[config.mk]
export PLATFORM = sky130hd
export DESIGN_NAME = rv_front
export DESIGN_NICKNAME = d
export VERILOG_FILES = /design/src/verilog/rv_front_pkg.sv /design/src/verilog/rv_front.sv /design/src/verilog/rv_decode.sv /design/src/verilog/rv_predecode.sv /design/src/verilog/rv_mem_port.sv
export SDC_FILE = /design/constraint.sdc
export NUM_CORES = 1
export LEC_CHECK = 0
export BUFFER_PORTS_ARGS = -buffer_cell sky130_fd_sc_hd__clkbuf_2
export CORE_MARGIN = 1.5
export CORE_UTILIZATION = 50
export DETAILED_ROUTE_END_ITERATION = 12
export HOLD_SLACK_MARGIN = 0.05
export PLACE_DENSITY = 0.9
export RECOVER_POWER = 25
export SYNTH_ARGS = -nofsm -noshare
export SYNTH_HDL_FRONTEND = slang
export SYNTH_SLANG_ARGS = --single-unit
[constraint.sdc]
create_clock -name clk -period 5.65 [get_ports clk]
set_input_delay 0 -clock clk [delete_from_list [all_inputs] [get_ports clk]]
set_output_delay 0 -clock clk [all_outputs]
set_load 0.03 [all_outputs]
[src/verilog/rv_front_pkg.sv]
package rv_front_pkg;

	typedef logic [31:0] xlen_t;
	typedef logic [31:0] insn_t;
	typedef logic [4:0]  reg_idx_t;
	typedef logic [3:0]  wstrb_t;
	typedef logic [6:0]  opcode_t;
	typedef logic [2:0]  funct3_t;

	// RV32I major opcodes
	localparam opcode_t OPC_LUI    = 7'b0110111;
	localparam opcode_t OPC_AUIPC  = 7'b0010111;
	localparam opcode_t OPC_JAL    = 7'b1101111;
	localparam opcode_t OPC_JALR   = 7'b1100111;
	localparam opcode_t OPC_BRANCH = 7'b1100011;
	localparam opcode_t OPC_LOAD   = 7'b0000011;
	localparam opcode_t OPC_STORE  = 7'b0100011;
	localparam opcode_t OPC_OP_IMM = 7'b0010011;
	localparam opcode_t OPC_OP     = 7'b0110011;
	localparam opcode_t OPC_SYSTEM = 7'b1110011;

	localparam logic [6:0] F7_BASE = 7'b0000000;
	localparam logic [6:0] F7_ALT  = 7'b0100000; // sub, sra, srai

	typedef enum logic [1:0] {
		MEM_IDLE,
		MEM_READ,
		MEM_WRITE
	} mem_state_e;

	typedef enum logic [5:0] {
		OP_LUI, OP_AUIPC, OP_JAL, OP_JALR,
		OP_BEQ, OP_BNE, OP_BLT, OP_BGE, OP_BLTU, OP_BGEU,
		OP_LB, OP_LH, OP_LW, OP_LBU, OP_LHU,
		OP_SB, OP_SH, OP_SW,
		OP_ADDI, OP_SLTI, OP_SLTIU, OP_XORI, OP_ORI, OP_ANDI,
		OP_SLLI, OP_SRLI, OP_SRAI,
		OP_ADD, OP_SUB, OP_SLL, OP_SLT, OP_SLTU,
		OP_XOR, OP_SRL, OP_SRA, OP_OR, OP_AND,
		OP_ECALL_EBREAK,
		OP_ILLEGAL
	} insn_op_e;

	// One flag per major opcode class
	typedef struct packed {
		logic lui_auipc_jal;
		logic jalr;
		logic branch;
		logic load;
		logic store;
		logic alu_imm;
		logic alu_reg;
		logic system;
	} opgroup_t;

	typedef struct packed {
		logic   valid;
		logic   instr;
		xlen_t  addr;
		xlen_t  wdata;
		wstrb_t wstrb;
	} mem_bus_t;

	typedef struct packed {
		logic   rinst;    // Instruction fetch level
		logic   rdata;    // Data read level
		logic   wdata_en; // Data write level
		xlen_t  addr;
		xlen_t  wdata;
		wstrb_t wstrb;
	} mem_req_t;

	typedef struct packed {
		insn_op_e op;
		reg_idx_t rd;
		reg_idx_t rs1;
		reg_idx_t rs2;
		xlen_t    imm;
	} decoded_t;

endpackage
[src/verilog/rv_front.sv]
`timescale 1ns/1ps

module rv_front (
	input  logic                   clk,
	input  logic                   resetn,
	input  rv_front_pkg::mem_req_t req,
	input  logic                   mem_ready,
	input  rv_front_pkg::xlen_t    mem_rdata,
	output rv_front_pkg::mem_bus_t bus,
	output logic                   mem_done,
	output rv_front_pkg::xlen_t    rdata_word,
	output rv_front_pkg::decoded_t decoded,
	output logic                   decoded_valid,
	output logic                   insn_trap
);

	logic                   fetch_done;
	logic                   decode_trigger;
	rv_front_pkg::opgroup_t groups;
	rv_front_pkg::insn_t    insn_q;
	rv_front_pkg::reg_idx_t rd;
	rv_front_pkg::reg_idx_t rs1;
	rv_front_pkg::reg_idx_t rs2;
	rv_front_pkg::xlen_t    imm_uj;

	rv_mem_port i_mem_port (
		.clk        (clk),
		.resetn     (resetn),
		.req        (req),
		.mem_ready  (mem_ready),
		.mem_rdata  (mem_rdata),
		.bus        (bus),
		.mem_done   (mem_done),
		.fetch_done (fetch_done),
		.rdata_word (rdata_word)
	);

	rv_predecode i_predecode (
		.clk            (clk),
		.resetn         (resetn),
		.fetch_done     (fetch_done),
		.rdata_word     (rdata_word),
		.groups         (groups),
		.insn_q         (insn_q),
		.rd             (rd),
		.rs1            (rs1),
		.rs2            (rs2),
		.imm_uj         (imm_uj),
		.decode_trigger (decode_trigger)
	);

	rv_decode i_decode (
		.clk            (clk),
		.resetn         (resetn),
		.decode_trigger (decode_trigger),
		.groups         (groups),
		.insn_q         (insn_q),
		.rd             (rd),
		.rs1            (rs1),
		.rs2            (rs2),
		.imm_uj         (imm_uj),
		.decoded        (decoded),
		.decoded_valid  (decoded_valid),
		.insn_trap      (insn_trap)
	);

endmodule

[src/verilog/rv_decode.sv]
`timescale 1ns/1ps

module rv_decode (
	input  logic                   clk,
	input  logic                   resetn,
	input  logic                   decode_trigger,
	input  rv_front_pkg::opgroup_t groups,
	input  rv_front_pkg::insn_t    insn_q,
	input  rv_front_pkg::reg_idx_t rd,
	input  rv_front_pkg::reg_idx_t rs1,
	input  rv_front_pkg::reg_idx_t rs2,
	input  rv_front_pkg::xlen_t    imm_uj,
	output rv_front_pkg::decoded_t decoded,
	output logic                   decoded_valid,
	output logic                   insn_trap
);

	rv_front_pkg::opcode_t opcode;
	rv_front_pkg::funct3_t funct3;
	logic f7_base;
	logic f7_alt;
	rv_front_pkg::insn_op_e next_op;
	rv_front_pkg::xlen_t next_imm;

	assign opcode = insn_q[6:0];
	assign funct3 = insn_q[14:12];
	assign f7_base = insn_q[31:25] == rv_front_pkg::F7_BASE;
	assign f7_alt = insn_q[31:25] == rv_front_pkg::F7_ALT;

	always_comb begin
		next_op = rv_front_pkg::OP_ILLEGAL;
		if (groups.lui_auipc_jal) begin
			if (opcode == rv_front_pkg::OPC_LUI)
				next_op = rv_front_pkg::OP_LUI;
			else if (opcode == rv_front_pkg::OPC_AUIPC)
				next_op = rv_front_pkg::OP_AUIPC;
			else
				next_op = rv_front_pkg::OP_JAL;
		end else if (groups.jalr) begin
			if (funct3 == 3'b000)
				next_op = rv_front_pkg::OP_JALR;
		end else if (groups.branch) begin
			case (funct3)
				3'b000: next_op = rv_front_pkg::OP_BEQ;
				3'b001: next_op = rv_front_pkg::OP_BNE;
				3'b100: next_op = rv_front_pkg::OP_BLT;
				3'b101: next_op = rv_front_pkg::OP_BGE;
				3'b110: next_op = rv_front_pkg::OP_BLTU;
				3'b111: next_op = rv_front_pkg::OP_BGEU;
				default: next_op = rv_front_pkg::OP_ILLEGAL;
			endcase
		end else if (groups.load) begin
			case (funct3)
				3'b000: next_op = rv_front_pkg::OP_LB;
				3'b001: next_op = rv_front_pkg::OP_LH;
				3'b010: next_op = rv_front_pkg::OP_LW;
				3'b100: next_op = rv_front_pkg::OP_LBU;
				3'b101: next_op = rv_front_pkg::OP_LHU;
				default: next_op = rv_front_pkg::OP_ILLEGAL;
			endcase
		end else if (groups.store) begin
			case (funct3)
				3'b000: next_op = rv_front_pkg::OP_SB;
				3'b001: next_op = rv_front_pkg::OP_SH;
				3'b010: next_op = rv_front_pkg::OP_SW;
				default: next_op = rv_front_pkg::OP_ILLEGAL;
			endcase
		end else if (groups.alu_imm) begin
			case (funct3)
				3'b000: next_op = rv_front_pkg::OP_ADDI;
				3'b010: next_op = rv_front_pkg::OP_SLTI;
				3'b011: next_op = rv_front_pkg::OP_SLTIU;
				3'b100: next_op = rv_front_pkg::OP_XORI;
				3'b110: next_op = rv_front_pkg::OP_ORI;
				3'b111: next_op = rv_front_pkg::OP_ANDI;
				3'b001: if (f7_base) next_op = rv_front_pkg::OP_SLLI;
				default: begin // Right shifts
					if (f7_base)
						next_op = rv_front_pkg::OP_SRLI;
					else if (f7_alt)
						next_op = rv_front_pkg::OP_SRAI;
				end
			endcase
		end else if (groups.alu_reg) begin
			if (f7_base) begin
				case (funct3)
					3'b000: next_op = rv_front_pkg::OP_ADD;
					3'b001: next_op = rv_front_pkg::OP_SLL;
					3'b010: next_op = rv_front_pkg::OP_SLT;
					3'b011: next_op = rv_front_pkg::OP_SLTU;
					3'b100: next_op = rv_front_pkg::OP_XOR;
					3'b101: next_op = rv_front_pkg::OP_SRL;
					3'b110: next_op = rv_front_pkg::OP_OR;
					default: next_op = rv_front_pkg::OP_AND;
				endcase
			end else if (f7_alt && funct3 == 3'b000) begin
				next_op = rv_front_pkg::OP_SUB;
			end else if (f7_alt && funct3 == 3'b101) begin
				next_op = rv_front_pkg::OP_SRA;
			end
		end else if (groups.system) begin
			// Only bit 20 may differ between the two
			if (insn_q[31:21] == '0 && insn_q[19:7] == '0)
				next_op = rv_front_pkg::OP_ECALL_EBREAK;
		end
	end

	always_comb begin
		next_imm = '0;
		if (groups.lui_auipc_jal) begin
			if (opcode == rv_front_pkg::OPC_JAL)
				next_imm = imm_uj;
			else
				next_imm = {insn_q[31:12], 12'b0};
		end else if (groups.jalr || groups.load || groups.alu_imm) begin
			next_imm = {{20{insn_q[31]}}, insn_q[31:20]};
		end else if (groups.store) begin
			next_imm = {{20{insn_q[31]}}, insn_q[31:25], insn_q[11:7]};
		end else if (groups.branch) begin
			next_imm = {{19{insn_q[31]}}, insn_q[31], insn_q[7], insn_q[30:25], insn_q[11:8], 1'b0};
		end
	end

	always_ff @(posedge clk) begin
		if (!resetn) begin
			decoded_valid <= 1'b0;
			insn_trap <= 1'b0;
		end else begin
			decoded_valid <= decode_trigger;
			insn_trap <= decode_trigger && (next_op == rv_front_pkg::OP_ILLEGAL);
		end
	end

	always_ff @(posedge clk) begin
		if (decode_trigger) begin
			decoded <= '{op: next_op, rd: rd, rs1: rs1, rs2: rs2, imm: next_imm};
		end
	end

endmodule

[src/verilog/rv_predecode.sv]
`timescale 1ns/1ps

module rv_predecode (
	input  logic                   clk,
	input  logic                   resetn,
	input  logic                   fetch_done,
	input  rv_front_pkg::xlen_t    rdata_word,
	output rv_front_pkg::opgroup_t groups,
	output rv_front_pkg::insn_t    insn_q,
	output rv_front_pkg::reg_idx_t rd,
	output rv_front_pkg::reg_idx_t rs1,
	output rv_front_pkg::reg_idx_t rs2,
	output rv_front_pkg::xlen_t    imm_uj,
	output logic                   decode_trigger
);

	rv_front_pkg::opcode_t opcode;
	rv_front_pkg::opgroup_t next_groups;
	rv_front_pkg::xlen_t jal_imm;

	assign opcode = rdata_word[6:0];

	always_comb begin
		next_groups = '0;
		next_groups.lui_auipc_jal = (opcode == rv_front_pkg::OPC_LUI) ||
			(opcode == rv_front_pkg::OPC_AUIPC) ||
			(opcode == rv_front_pkg::OPC_JAL);
		next_groups.jalr    = opcode == rv_front_pkg::OPC_JALR;
		next_groups.branch  = opcode == rv_front_pkg::OPC_BRANCH;
		next_groups.load    = opcode == rv_front_pkg::OPC_LOAD;
		next_groups.store   = opcode == rv_front_pkg::OPC_STORE;
		next_groups.alu_imm = opcode == rv_front_pkg::OPC_OP_IMM;
		next_groups.alu_reg = opcode == rv_front_pkg::OPC_OP;
		next_groups.system  = opcode == rv_front_pkg::OPC_SYSTEM;
	end

	// J-type bit order is imm[20|10:1|11|19:12]
	assign jal_imm = {
		{12{rdata_word[31]}},
		rdata_word[19:12],
		rdata_word[20],
		rdata_word[30:21],
		1'b0
	};

	always_ff @(posedge clk) begin
		if (!resetn) begin
			groups <= '0;
			decode_trigger <= 1'b0;
		end else begin
			decode_trigger <= fetch_done;
			if (fetch_done) begin
				groups <= next_groups; // All zero for an unknown opcode
			end
		end
	end

	always_ff @(posedge clk) begin
		if (fetch_done) begin
			insn_q <= rdata_word;
			rd <= rdata_word[11:7];
			rs1 <= rdata_word[19:15];
			rs2 <= rdata_word[24:20];
			imm_uj <= jal_imm;
		end
	end

endmodule

[src/verilog/rv_mem_port.sv]
`timescale 1ns/1ps

module rv_mem_port (
	input  logic                   clk,
	input  logic                   resetn,
	input  rv_front_pkg::mem_req_t req,
	input  logic                   mem_ready,
	input  rv_front_pkg::xlen_t    mem_rdata,
	output rv_front_pkg::mem_bus_t bus,
	output logic                   mem_done,
	output logic                   fetch_done,
	output rv_front_pkg::xlen_t    rdata_word
);

	rv_front_pkg::mem_state_e state;

	logic                 valid_q;
	logic                 instr_q;
	rv_front_pkg::xlen_t  addr_q;
	rv_front_pkg::xlen_t  wdata_q;
	rv_front_pkg::wstrb_t wstrb_q;
	rv_front_pkg::xlen_t  rdata_q;

	logic read_req;
	logic start;
	logic xfer;
	logic read_done;

	assign read_req = req.rinst || req.rdata;
	assign start = (state == rv_front_pkg::MEM_IDLE) && (read_req || req.wdata_en);
	assign xfer = valid_q && mem_ready;

	assign mem_done = xfer && (state != rv_front_pkg::MEM_IDLE);
	assign fetch_done = mem_done && req.rinst;
	assign read_done = mem_done && (state == rv_front_pkg::MEM_READ);

	// Returned word is visible already in the transfer cycle
	assign rdata_word = read_done ? mem_rdata : rdata_q;

	assign bus = '{
		valid: valid_q,
		instr: instr_q,
		addr:  addr_q,
		wdata: wdata_q,
		wstrb: wstrb_q
	};

	always_ff @(posedge clk) begin
		if (!resetn) begin
			state <= rv_front_pkg::MEM_IDLE;
			valid_q <= 1'b0;
			wstrb_q <= '0;
		end else begin
			case (state)
				rv_front_pkg::MEM_IDLE: begin
					if (read_req) begin
						valid_q <= 1'b1;
						wstrb_q <= '0; // Reads never drive strobes
						state <= rv_front_pkg::MEM_READ;
					end else if (req.wdata_en) begin
						valid_q <= 1'b1;
						wstrb_q <= req.wstrb;
						state <= rv_front_pkg::MEM_WRITE;
					end
				end
				rv_front_pkg::MEM_READ,
				rv_front_pkg::MEM_WRITE: begin
					// Hold everything until the slave takes it
					if (xfer) begin
						valid_q <= 1'b0;
						wstrb_q <= '0;
						state <= rv_front_pkg::MEM_IDLE;
					end
				end
				default: begin
					valid_q <= 1'b0;
					state <= rv_front_pkg::MEM_IDLE;
				end
			endcase
		end
	end

	always_ff @(posedge clk) begin
		if (start) begin
			instr_q <= req.rinst;
			addr_q <= {req.addr[31:2], 2'b00}; // Word aligned
			wdata_q <= req.wdata;
		end
		if (read_done) begin
			rdata_q <= mem_rdata;
		end
	end

endmodule

==> flow_summary.toml, run 1 <==
[finish]
fillerInstances = 998
nNetsFinal = 986
final_area_mm2 = 0.0105
multi_input_area_mm2 = 0.00183
drive_gt1_share_pct = 32.2
areaGrowthSynthToFinish_pct = 41.4
regArea_mm2 = 0.00545

[clock_network]
cts_buffers = 17
cts.clk_slew.worst_paths_ns = 0.07
cts_root_buf = "clkbuf_16"
cts_tree = "done"
cts_buffer_depth = 2
cts_max_level = 4
clock-sinks = 198
clkLatencyLatePin_ns = 0.44

[worst_setup_path]
cp-start-kind = "register"
crit_path_end_kind = "register"
path_buf_inv = 3
crit_slowest_cell = "nand4b_4"
crit_required_ns = 6.03
cp_cell_sequence = "inv_1, ha_1, nand4b_4, mux2i_1, inv_2, nor3b_2, nand3_1, o21ai_1, dlygate4sd3_1"
path_class = "register to register"
slowest_delay_ns = 0.64
cp.arrival_ns = 3.56
path_delay_family = "simple AND/OR/NAND/NOR gates"
cp_max_fo = 35

[routing]
post-route-drc-count = 0
vias_per_cell = 5.36
drt_iter0_drc = 471
wl_per_cell_um = 18.9
drt_pass1_iterations = 5
vias = 5775
drt_wl_total_um = 20300
ant_nets = 0

[synth]
netlist_area_mm2 = 0.00744
synth_area_leaders = "edfxtp_1 60%, dfxtp_1 13%, mux2_2 4.2%"
synth-edff-count = 148
netlist_instances = 513
yosysSeqAreaShare_pct = 73.2
avgSynthCellArea_um2 = 14.5
synth_top_area_share_pct = 59.7
async_flop_share_pct = 0
synth_top_cell_by_area = "edfxtp_1"
synth_cell_types = 63
yosys_warnings = 0
yosys_register_bits = 198
synth_most_common_cell = "edfxtp_1"
synth_top_cells_by_count = "148 x edfxtp_1, 50 x dfxtp_1, 44 x nand2_1, 28 x mux2_2, 27 x a21oi_1"
ys.flop_type = "edfxtp_1"

[run]
maxCapViolCount = 0

[power]
powerDensity_mw_per_mm2 = 451
ir_worst_vdd_uv = 321
p_leak_nw = 4.36
finalPower_mw = 4.74

[timing]
tightestPinTransition_ns = 0.817
fin_worst_skew_ns = 0.0215
fin_crit_sh_pct = 56.3
finalHoldViolations = 0
setup_tns_ns = 0
post-route-min-period_ns = 3.18
setup_violations = 0
max_slew_margin_pct = 45.4
rsz0062_at_grt = "false"
maxSlewViolCount = 0
max_clock_freq_ghz = 0.314

[global_route]
grt_pass1_wl_um = 31400
first_global_vias = 5587
grt-ovfl-total = 0
antenna_found_initial = 3
grt_max_degree = 64
grt_usage_pct = 26.4

[place]
placed_area_mm2 = 0.00889
finalWeightedCongestion = 0.911
io_buffer_count = 259
dp_hpwl_um = 13300

[floorplanning]
ios = 264
dieHeight_um = 125
die_area_mm2 = 0.0156
coreArea_mm2 = 0.0145
initial_core_util_pct = 51.2
core.rowCount = 44
die_w_um = 125

[status]
status = "completed"

[worst_hold_path]
min_path_type = "primary input to register"
through the flow:
stage / util [%] / instances / worst slack (ns) / hold slack [ns]
after floorplan: - / 514 / 0.971 / 0.0989
after global placement: 61.1 / 935 / 3.02 / 0.177
after detailed placement: 61.1 / 935 / 2.87 / 0.179
after CTS: 72.8 / 1075 / 2.46 / 0.0719
after global routing: 72.4 / 1078 / 2.18 / 0.135
final: 72.4 / 1078 / 2.47 / 0.104
where the power goes:
group / internal, mW / total, mW / switching [mW]
Combinational: 0.402 / 1.44 / 1.03
Clock: 0.670 / 1.21 / 0.543
Sequential: 1.97 / 2.09 / 0.121
worst register-to-register path, delay by kind of cell, from the launching register on:
family | cells | cell delay [ns]
AOI/OAI and AO/OA | 1 | 0.16
buffers and inverters | 3 | 0.71
and+or+nand+nor | 3 | 1.06
adders and majority gates | 1 | 0.30
muxes | 1 | 0.55
DFF | 1 | 0.35
final cells by class:
class                           count  area share [%]
Inverter                           14           0.499
Sequential cell                   198            51.8
Timing Repair Buffer              371            22.3
Clock buffer                       22            4.92
Tap cell                          184            2.19
Multi-Input combinational cell    276            17.4
Antenna cell                        3          0.0714
Clock inverter                     10           0.904
per-layer routing:
layer | part of all wire [%] | GRT usage [%] | up-vias
met3 | 7.4 | 6.08 | 38
met2 | 54 | 47.9 | 325
met4 | 2.6 | 9.56 | 0
met5 | 0 | 0 | -
met1 | 36 | 30.5 | 2752
li1 | - | - | 2660
layout by cell type (no fill, tap or decap), drive strengths merged, types with 8 or more instances in the layout:
cell type	count
inv	19
nor2b	17
a21oi	28
dlygate4sd3	108
nor3	8
nor2	15
o21ai	33
and2	11
edfxtp	148
nand2	44
dfxtp	50
clkbuf	279
mux2	28
sequential cells by signal, summed over array words and instances (netlist names):
name and count:
i_mem_port.addr_q 30, i_predecode.insn_q 20, i_predecode.groups 8, i_mem_port.instr_q 1, i_predecode.decode_trigger 1, i_decode.insn_trap 1, i_mem_port.state 2, i_mem_port.wstrb_q 4
i_decode.decoded_valid 1, i_mem_port.rdata_q 32, i_mem_port.wdata_q 32, i_decode.decoded 53, i_predecode.rd 4, i_predecode.rs2 4, i_mem_port.valid_q 1, i_predecode.rs1 4
what timing repair did:
action	4_1_cts	5_1_grt
hold buffers	108	0
buffers inserted	0	0
hold endpoints to repair	139	0
setup endpoints to repair	0	0
resized for setup	0	0
path summary, 6_finish.rpt:
| path | startpoint | end | slack (ns) | depth (start not counted) |
|---|---|---|---|---|
| setup / recovery | i_mem_port.state[0] | i_predecode.groups[2] | 2.47 | 9 |
| hold / removal | req[69] | i_mem_port.state[0] | 0.10 | 5 |
| setup reg to reg | i_mem_port.state[0] | i_predecode.groups[2] | 2.47 | 9 |
| hold reg to reg | i_predecode.rd[1] | i_decode.decoded[43] | 0.48 | 0 |
cell families (layout without fill, tap and decap cells):
group / Yosys count / count (layout) / synth area share, %
AOI/OAI and AO/OA: 101 / 101 / 8.73
xor gates and xnor gates: 1 / 1 / 0.118
adders and majority gates: 2 / 2 / 0.336
muxes: 34 / 34 / 5.05
buffers and inverters: 40 / 417 / 2.35
and+or+nand+nor: 136 / 136 / 10.2
other: 1 / 5 / 0.0504
DFF: 198 / 198 / 73.2
(Power assumes the default switching activity.)
==> run 2: changes to the inputs <==
--- a/config.mk
+++ b/config.mk
@@ -5,12 +5,13 @@
 export SDC_FILE = /design/constraint.sdc
 export NUM_CORES = 1
 export LEC_CHECK = 0
+export ABC_AREA = 1
 export BUFFER_PORTS_ARGS = -buffer_cell sky130_fd_sc_hd__clkbuf_2
 export CORE_MARGIN = 1.5
-export CORE_UTILIZATION = 50
+export CORE_UTILIZATION = 45
 export DETAILED_ROUTE_END_ITERATION = 12
 export HOLD_SLACK_MARGIN = 0.05
-export PLACE_DENSITY = 0.9
+export PLACE_DENSITY = 0.86
 export RECOVER_POWER = 25
 export SYNTH_ARGS = -nofsm -noshare
 export SYNTH_HDL_FRONTEND = slang
==> constraint.sdc (replaced) <==
create_clock -name clk -period 2.77 [get_ports clk]
set_input_delay 0 -clock clk [delete_from_list [all_inputs] [get_ports clk]]
set_output_delay 0 -clock clk [all_outputs]
set_load 0.03 [all_outputs]
==> flow_summary.toml, run 2 <==
[status]
status = "completed"

[finish]
reg_top3 = "i_decode.decoded: 53 flops, i_mem_port.rdata_q: 32 flops, i_mem_port.wdata_q: 32 flops"
regArea_mm2 = 0.00545
largest-register = "i_decode.decoded"
final_cell_mix = "206 x clkbuf_2, 204 x nand2_1, 148 x edfxtp_1, 101 x dlygate4sd3_1"
drive_gt1_share_pct = 26.1
layout_commonest_cell = "clkbuf_2"
areaGrowthSynthToFinish_pct = 40.5
antenna_cells = 0
nNetsFinal = 1124
multi_input_area_mm2 = 0.00173
largest_reg_flops = 53
fillerInstances = 1226

[clock_network]
cts_buffers = 17
cts_buffer_depth = 2
cts_tree = "done"
clkLatencyLatePin_ns = 0.43
cts_root_buf = "clkbuf_16"
clock-sinks = 198
cts.clk_slew.worst_paths_ns = 0.07
cts_max_level = 4
cts_setup_buffers = 0

[synth]
yosys_register_bits = 198
ys.flop_type = "edfxtp_1"
synth_top_cells_by_count = "204 x nand2_1, 148 x edfxtp_1, 55 x inv_1, 50 x dfxtp_1, 45 x nor2_1"
synth_compound_gate_area_share_pct = 4.47
synth_xor_area_share_pct = 0
synth_area_leaders = "edfxtp_1 59%, dfxtp_1 13%, nand2_1 10%"
synth-simple-area-share_pct = 18.1
async_flop_share_pct = 0
synth-edff-count = 148
synth_top_family_by_area = "simple AND/OR/NAND/NOR gates"
synthMuxAreaShare_pct = 0
yosys_warnings = 0
netlist_instances = 649
netlist_area_mm2 = 0.00750
yosysSeqAreaShare_pct = 72.6
synth_cell_types = 37
synthAdderAreaFrac_pct = 0.334
synth_top_cell_by_area = "edfxtp_1"
synth_top_area_share_pct = 59.2
avgSynthCellArea_um2 = 11.6
synth_most_common_cell = "nand2_1"

[timing]
rsz0062_at_grt = "false"
whs_ns = 0.112
setup_violations = 0
finalHoldViolations = 0
fin_worst_skew_ns = 0.0129
post-route-min-period_ns = 2.52
fin_crit_sh_pct = 90.8
fin_ws_ns = 0.254
max_slew_margin_pct = 56.8
tightestPinTransition_ns = 0.645
setup_tns_ns = 0
max_clock_freq_ghz = 0.398
maxSlewViolCount = 0

[floorplanning]
coreArea_mm2 = 0.0164
ios = 264
dieHeight_um = 132
die_area_mm2 = 0.0175
initial_core_util_pct = 45.7
die_w_um = 132
core.rowCount = 47

[worst_hold_path]
holdPathEnd = "i_mem_port.valid_q"
hp-start = "req[68]"
min_path_type = "primary input to register"
whs_path_depth = 6

[worst_setup_path]
path_buf_inv = 4
crit_required_ns = 2.77
cp.arrival_ns = 2.52
cpMostUsedCell = "inv_1"
r2r-start = "i_mem_port.state[0]"
slowest_delay_ns = 0.42
r2r-end = "i_predecode.groups[7]"
path_class = "register to output port"
crit_slowest_cell = "dfxtp_1"
path_delay_family = "buffers and inverters"
regToRegSetupSlack_ns = 0.43
cp_max_fo = 32
cp-start-kind = "register"
reg2regPathDepth = 13
crit_path_end_kind = "output port"
cp_cell_sequence = "inv_1, ha_1, nor2_4, nand2_4, inv_4, or2_1, o21ai_2, inv_1, clkbuf_2"
cp.depth = 9

[place]
dp_hpwl_um = 13300
finalWeightedCongestion = 0.924
post-place-ws_ns = 0.508
io_buffer_count = 259

[global_route]
first_global_vias = 5839
grt_usage_pct = 23.5
grt_pass1_wl_um = 31300
grt-ovfl-total = 0
antenna_found_initial = 0
grt_max_degree = 65

[routing]
drt_wl_total_um = 20600
wl_per_cell_um = 16.5
vias = 6061
post-route-drc-count = 0
ant_nets = 0
vias_per_cell = 4.85
drt_pass1_iterations = 5
drt_iter0_drc = 417

[run]
maxCapViolCount = 0

[power]
powerDensity_mw_per_mm2 = 894
ir_worst_vdd_uv = 651
p_leak_nw = 4.65
run 2: cell types whose count changed after synthesis, moves of 7 or more:
cell,change
inv_1,+44
mux2_2,-28
nand2_2,+7
nand4_1,+7
nand3_1,+18
nor2_1,+30
o21ai_1,-9
and2_1,-10
nand2_1,+160
and3_1,-7
nor2b_1,-17
run 2: how the worst max path moves through the flow:
stage | start | endpoint | slack [ns]
after global routing | i_mem_port.state[0] | rdata_word[4] | 0.11
after global placement | i_mem_port.state[0] | i_predecode.groups[7] | 0.62
after detailed placement | i_mem_port.state[0] | i_predecode.groups[7] | 0.51
after floorplan | i_mem_port.state[1] | i_mem_port.wstrb_q[0] | 0.56
after CTS | i_mem_port.state[0] | rdata_word[4] | 0.29
final | i_mem_port.state[0] | rdata_word[4] | 0.25
run 2: power by group:
group          internal, mW  total (mW)  switching (mW)
sequential             3.98        4.20           0.215
clock                  1.26        2.37            1.12
combinational         0.698        2.86            2.16
total                  5.94        9.43            3.49
run 2: through the flow:
stage	instance area (µm²)	total power, mW	cells	utilization, %
floorplan	7520	6.11	650	-
global placement	9040	6.88	1116	55.1
detailed placement	9040	6.97	1116	55.1
CTS	10600	9.43	1249	64.6
global route	10500	9.77	1249	64.2
finish	10500	9.43	1249	64.2
run 2: area by class of cell:
class / instances / share of cell area, %
Sequential cell: 198 / 51.7
Timing Repair Buffer: 366 / 21.8
Multi-Input combinational cell: 373 / 16.5
Clock buffer: 19 / 4.11
Tap cell: 220 / 2.61
Inverter: 60 / 2.16
Clock inverter: 13 / 1.18
run 2: cells by family (layout without fill, tap and decap cells):
family,count (synthesis),in the layout
buffers and inverters,79,458
flip-flops,198,198
adder cells (fa/ha/maj),2,2
other,1,2
AND/OR/NAND/NOR,309,309
AO/OA/AOI/OAI,60,60
run 2: timing repair:
item	in CTS	in global routing
gates resized for setup	0	0
endpoints found under the setup margin	0	0
endpoints found under the hold margin	137	0
hold buffers	101	0
run 2: per-layer routing:
metal	routed length (µm)	vias up	track usage, %
li1	-	2906	-
met1	8130	2853	28.7
met2	10900	260	41.6
met3	976	42	4.00
met4	576	0	8.95
met5	0	-	0
run 2: tightest hold or removal path, delay by kind of cell:
kind / cells / cell delay, ns
AOI/OAI and AO/OA: 1 / 0.06
and+or+nand+nor: 3 / 0.29
buffers and inverters: 2 / 0.14
==> run 3: changes to the inputs <==
--- a/config.mk
+++ b/config.mk
@@ -6,7 +6,7 @@
 export NUM_CORES = 1
 export LEC_CHECK = 0
 export ABC_AREA = 1
-export BUFFER_PORTS_ARGS = -buffer_cell sky130_fd_sc_hd__clkbuf_2
+export BUFFER_PORTS_ARGS = -buffer_cell sky130_fd_sc_hd__buf_2
 export CORE_MARGIN = 1.5
 export CORE_UTILIZATION = 45
 export DETAILED_ROUTE_END_ITERATION = 12
==> flow_summary.toml, run 3 (synthesis gave the netlist of run 2 again) <==
[status]
status = "completed"

[routing]
vias = 6010
drt_pass1_iterations = 7
post-route-drc-count = 0
drt_wl_total_um = 20000
wl_per_cell_um = 16.0
ant_nets = 0
drt_iter0_drc = 346
vias_per_cell = 4.81

[worst_setup_path]
regToRegSetupSlack_ns = 0.54
crit_path_end_kind = "output port"
cp-start-kind = "register"
cp.arrival_ns = 2.40
crit_required_ns = 2.77
cp_max_fo = 32
path_class = "register to output port"

[timing]
maxSlewViolCount = 0
max_slew_margin_pct = 53.1
setup_violations = 0
fin_worst_skew_ns = 0.00965
whs_ns = 0.184
max_clock_freq_ghz = 0.418
rsz0062_at_grt = "false"
fin_crit_sh_pct = 86.5
setup_tns_ns = 0
tightestPinTransition_ns = 0.698
finalHoldViolations = 0
post-route-min-period_ns = 2.40

[clock_network]
clkLatencyLatePin_ns = 0.43
cts_buffer_depth = 2
cts_setup_buffers = 0
cts_max_level = 4
cts_tree = "done"
clock-sinks = 198
cts_root_buf = "clkbuf_16"
cts.clk_slew.worst_paths_ns = 0.07
cts_buffers = 17

[floorplanning]
initial_core_util_pct = 45.7
core.rowCount = 47
dieHeight_um = 132
die_w_um = 132
ios = 264
coreArea_mm2 = 0.0164
die_area_mm2 = 0.0175

[finish]
antenna_cells = 0
areaGrowthSynthToFinish_pct = 40.4
nNetsFinal = 1124
reg_top3 = "i_decode.decoded: 53 flops, i_mem_port.rdata_q: 32 flops, i_mem_port.wdata_q: 32 flops"
largest-register = "i_decode.decoded"
final_cell_mix = "209 x buf_2, 204 x nand2_1, 148 x edfxtp_1, 101 x dlygate4sd3_1, 55 x inv_1"
layout_commonest_cell = "buf_2"
drive_gt1_share_pct = 26.6
largest_reg_flops = 53

[global_route]
grt_max_degree = 65
first_global_vias = 5890
grt_pass1_wl_um = 30900
antenna_found_initial = 0
grt-ovfl-total = 0
grt_usage_pct = 23.1

[place]
dp_hpwl_um = 13200
io_buffer_count = 259
finalWeightedCongestion = 0.879

[power]
p_leak_nw = 4.64
powerDensity_mw_per_mm2 = 886
ir_worst_vdd_uv = 616

[run]
maxCapViolCount = 0

[worst_hold_path]
min_path_type = "primary input to register"
-- run 3: cell types whose count changed in the layout (fill, tap and decap cells not counted), moves of 2 or more --
cell | previous run | this run
inv_6 | 5 | 3
inv_8 | 0 | 3
clkbuf_2 | 206 | 1
clkbuf_1 | 55 | 50
buf_2 | 0 | 209
-- run 3: final timing paths --
path                                            start  depth (start not counted)                    end
worst max-delay path              i_mem_port.state[0]                          9          rdata_word[4]
worst min register to register  i_mem_port.wstrb_q[3]                          2  i_mem_port.wstrb_q[3]
worst max register to register    i_mem_port.state[0]                         13  i_predecode.groups[7]
worst min-delay path                        mem_ready                          5    i_mem_port.state[1]
-- run 3: final cells by class --
class,instances,area [µm²]
inverters,60,228
fillers,1254,5870
multi-input cells,373,1730
repair buffers,366,2300
clock buffers,18,429
well taps,220,275
flip-flops and latches,198,5450
clock inverters,14,119
-- run 3: through the flow --
stage	total power [mW]	setup WS (ns)	cell area [µm²]	util, %	std cells
after global routing	9.67	0.181	10500	64.2	1249
after global placement	6.88	0.618	9040	55.1	1116
final	9.34	0.375	10500	64.2	1249
after CTS	9.35	0.341	10600	64.6	1249
after floorplan	6.11	0.560	7520	-	650
after detailed placement	6.97	0.548	9040	55.1	1116
-- run 3: per-layer routing --
metal | GRT usage (%) | routed length, µm | vias up
met1 | 28.2 | 7980 | 2811
li1 | - | - | 2905
met5 | 0 | 0 | -
met3 | 3.88 | 1010 | 49
met2 | 40.3 | 10400 | 245
met4 | 10.2 | 620 | 0
-- run 3: critical path, stage by stage (launching register included) --
cell     delay (ns)
dfxtp_1        0.37
inv_1          0.06
ha_1           0.23
nor2_4         0.15
nand2_4        0.15
inv_4          0.31
or2_1          0.17
o21ai_2        0.07
inv_1          0.19
buf_2          0.26
-- run 3: power by group --
part / internal, mW / leakage (nW) / switching (mW) / total, mW
logic: 0.711 / 2.57 / 2.17 / 2.88
clock network: 1.18 / 0.261 / 1.10 / 2.28
registers: 3.98 / 1.81 / 0.198 / 4.18
-- run 3: repair_timing --
| item | CTS | global route |
|---|---|---|
| endpoints found under the setup margin | 0 | 0 |
| endpoints found under the hold margin | 136 | 0 |
| hold buffers | 101 | 0 |
| resized for setup | 0 | 0 |
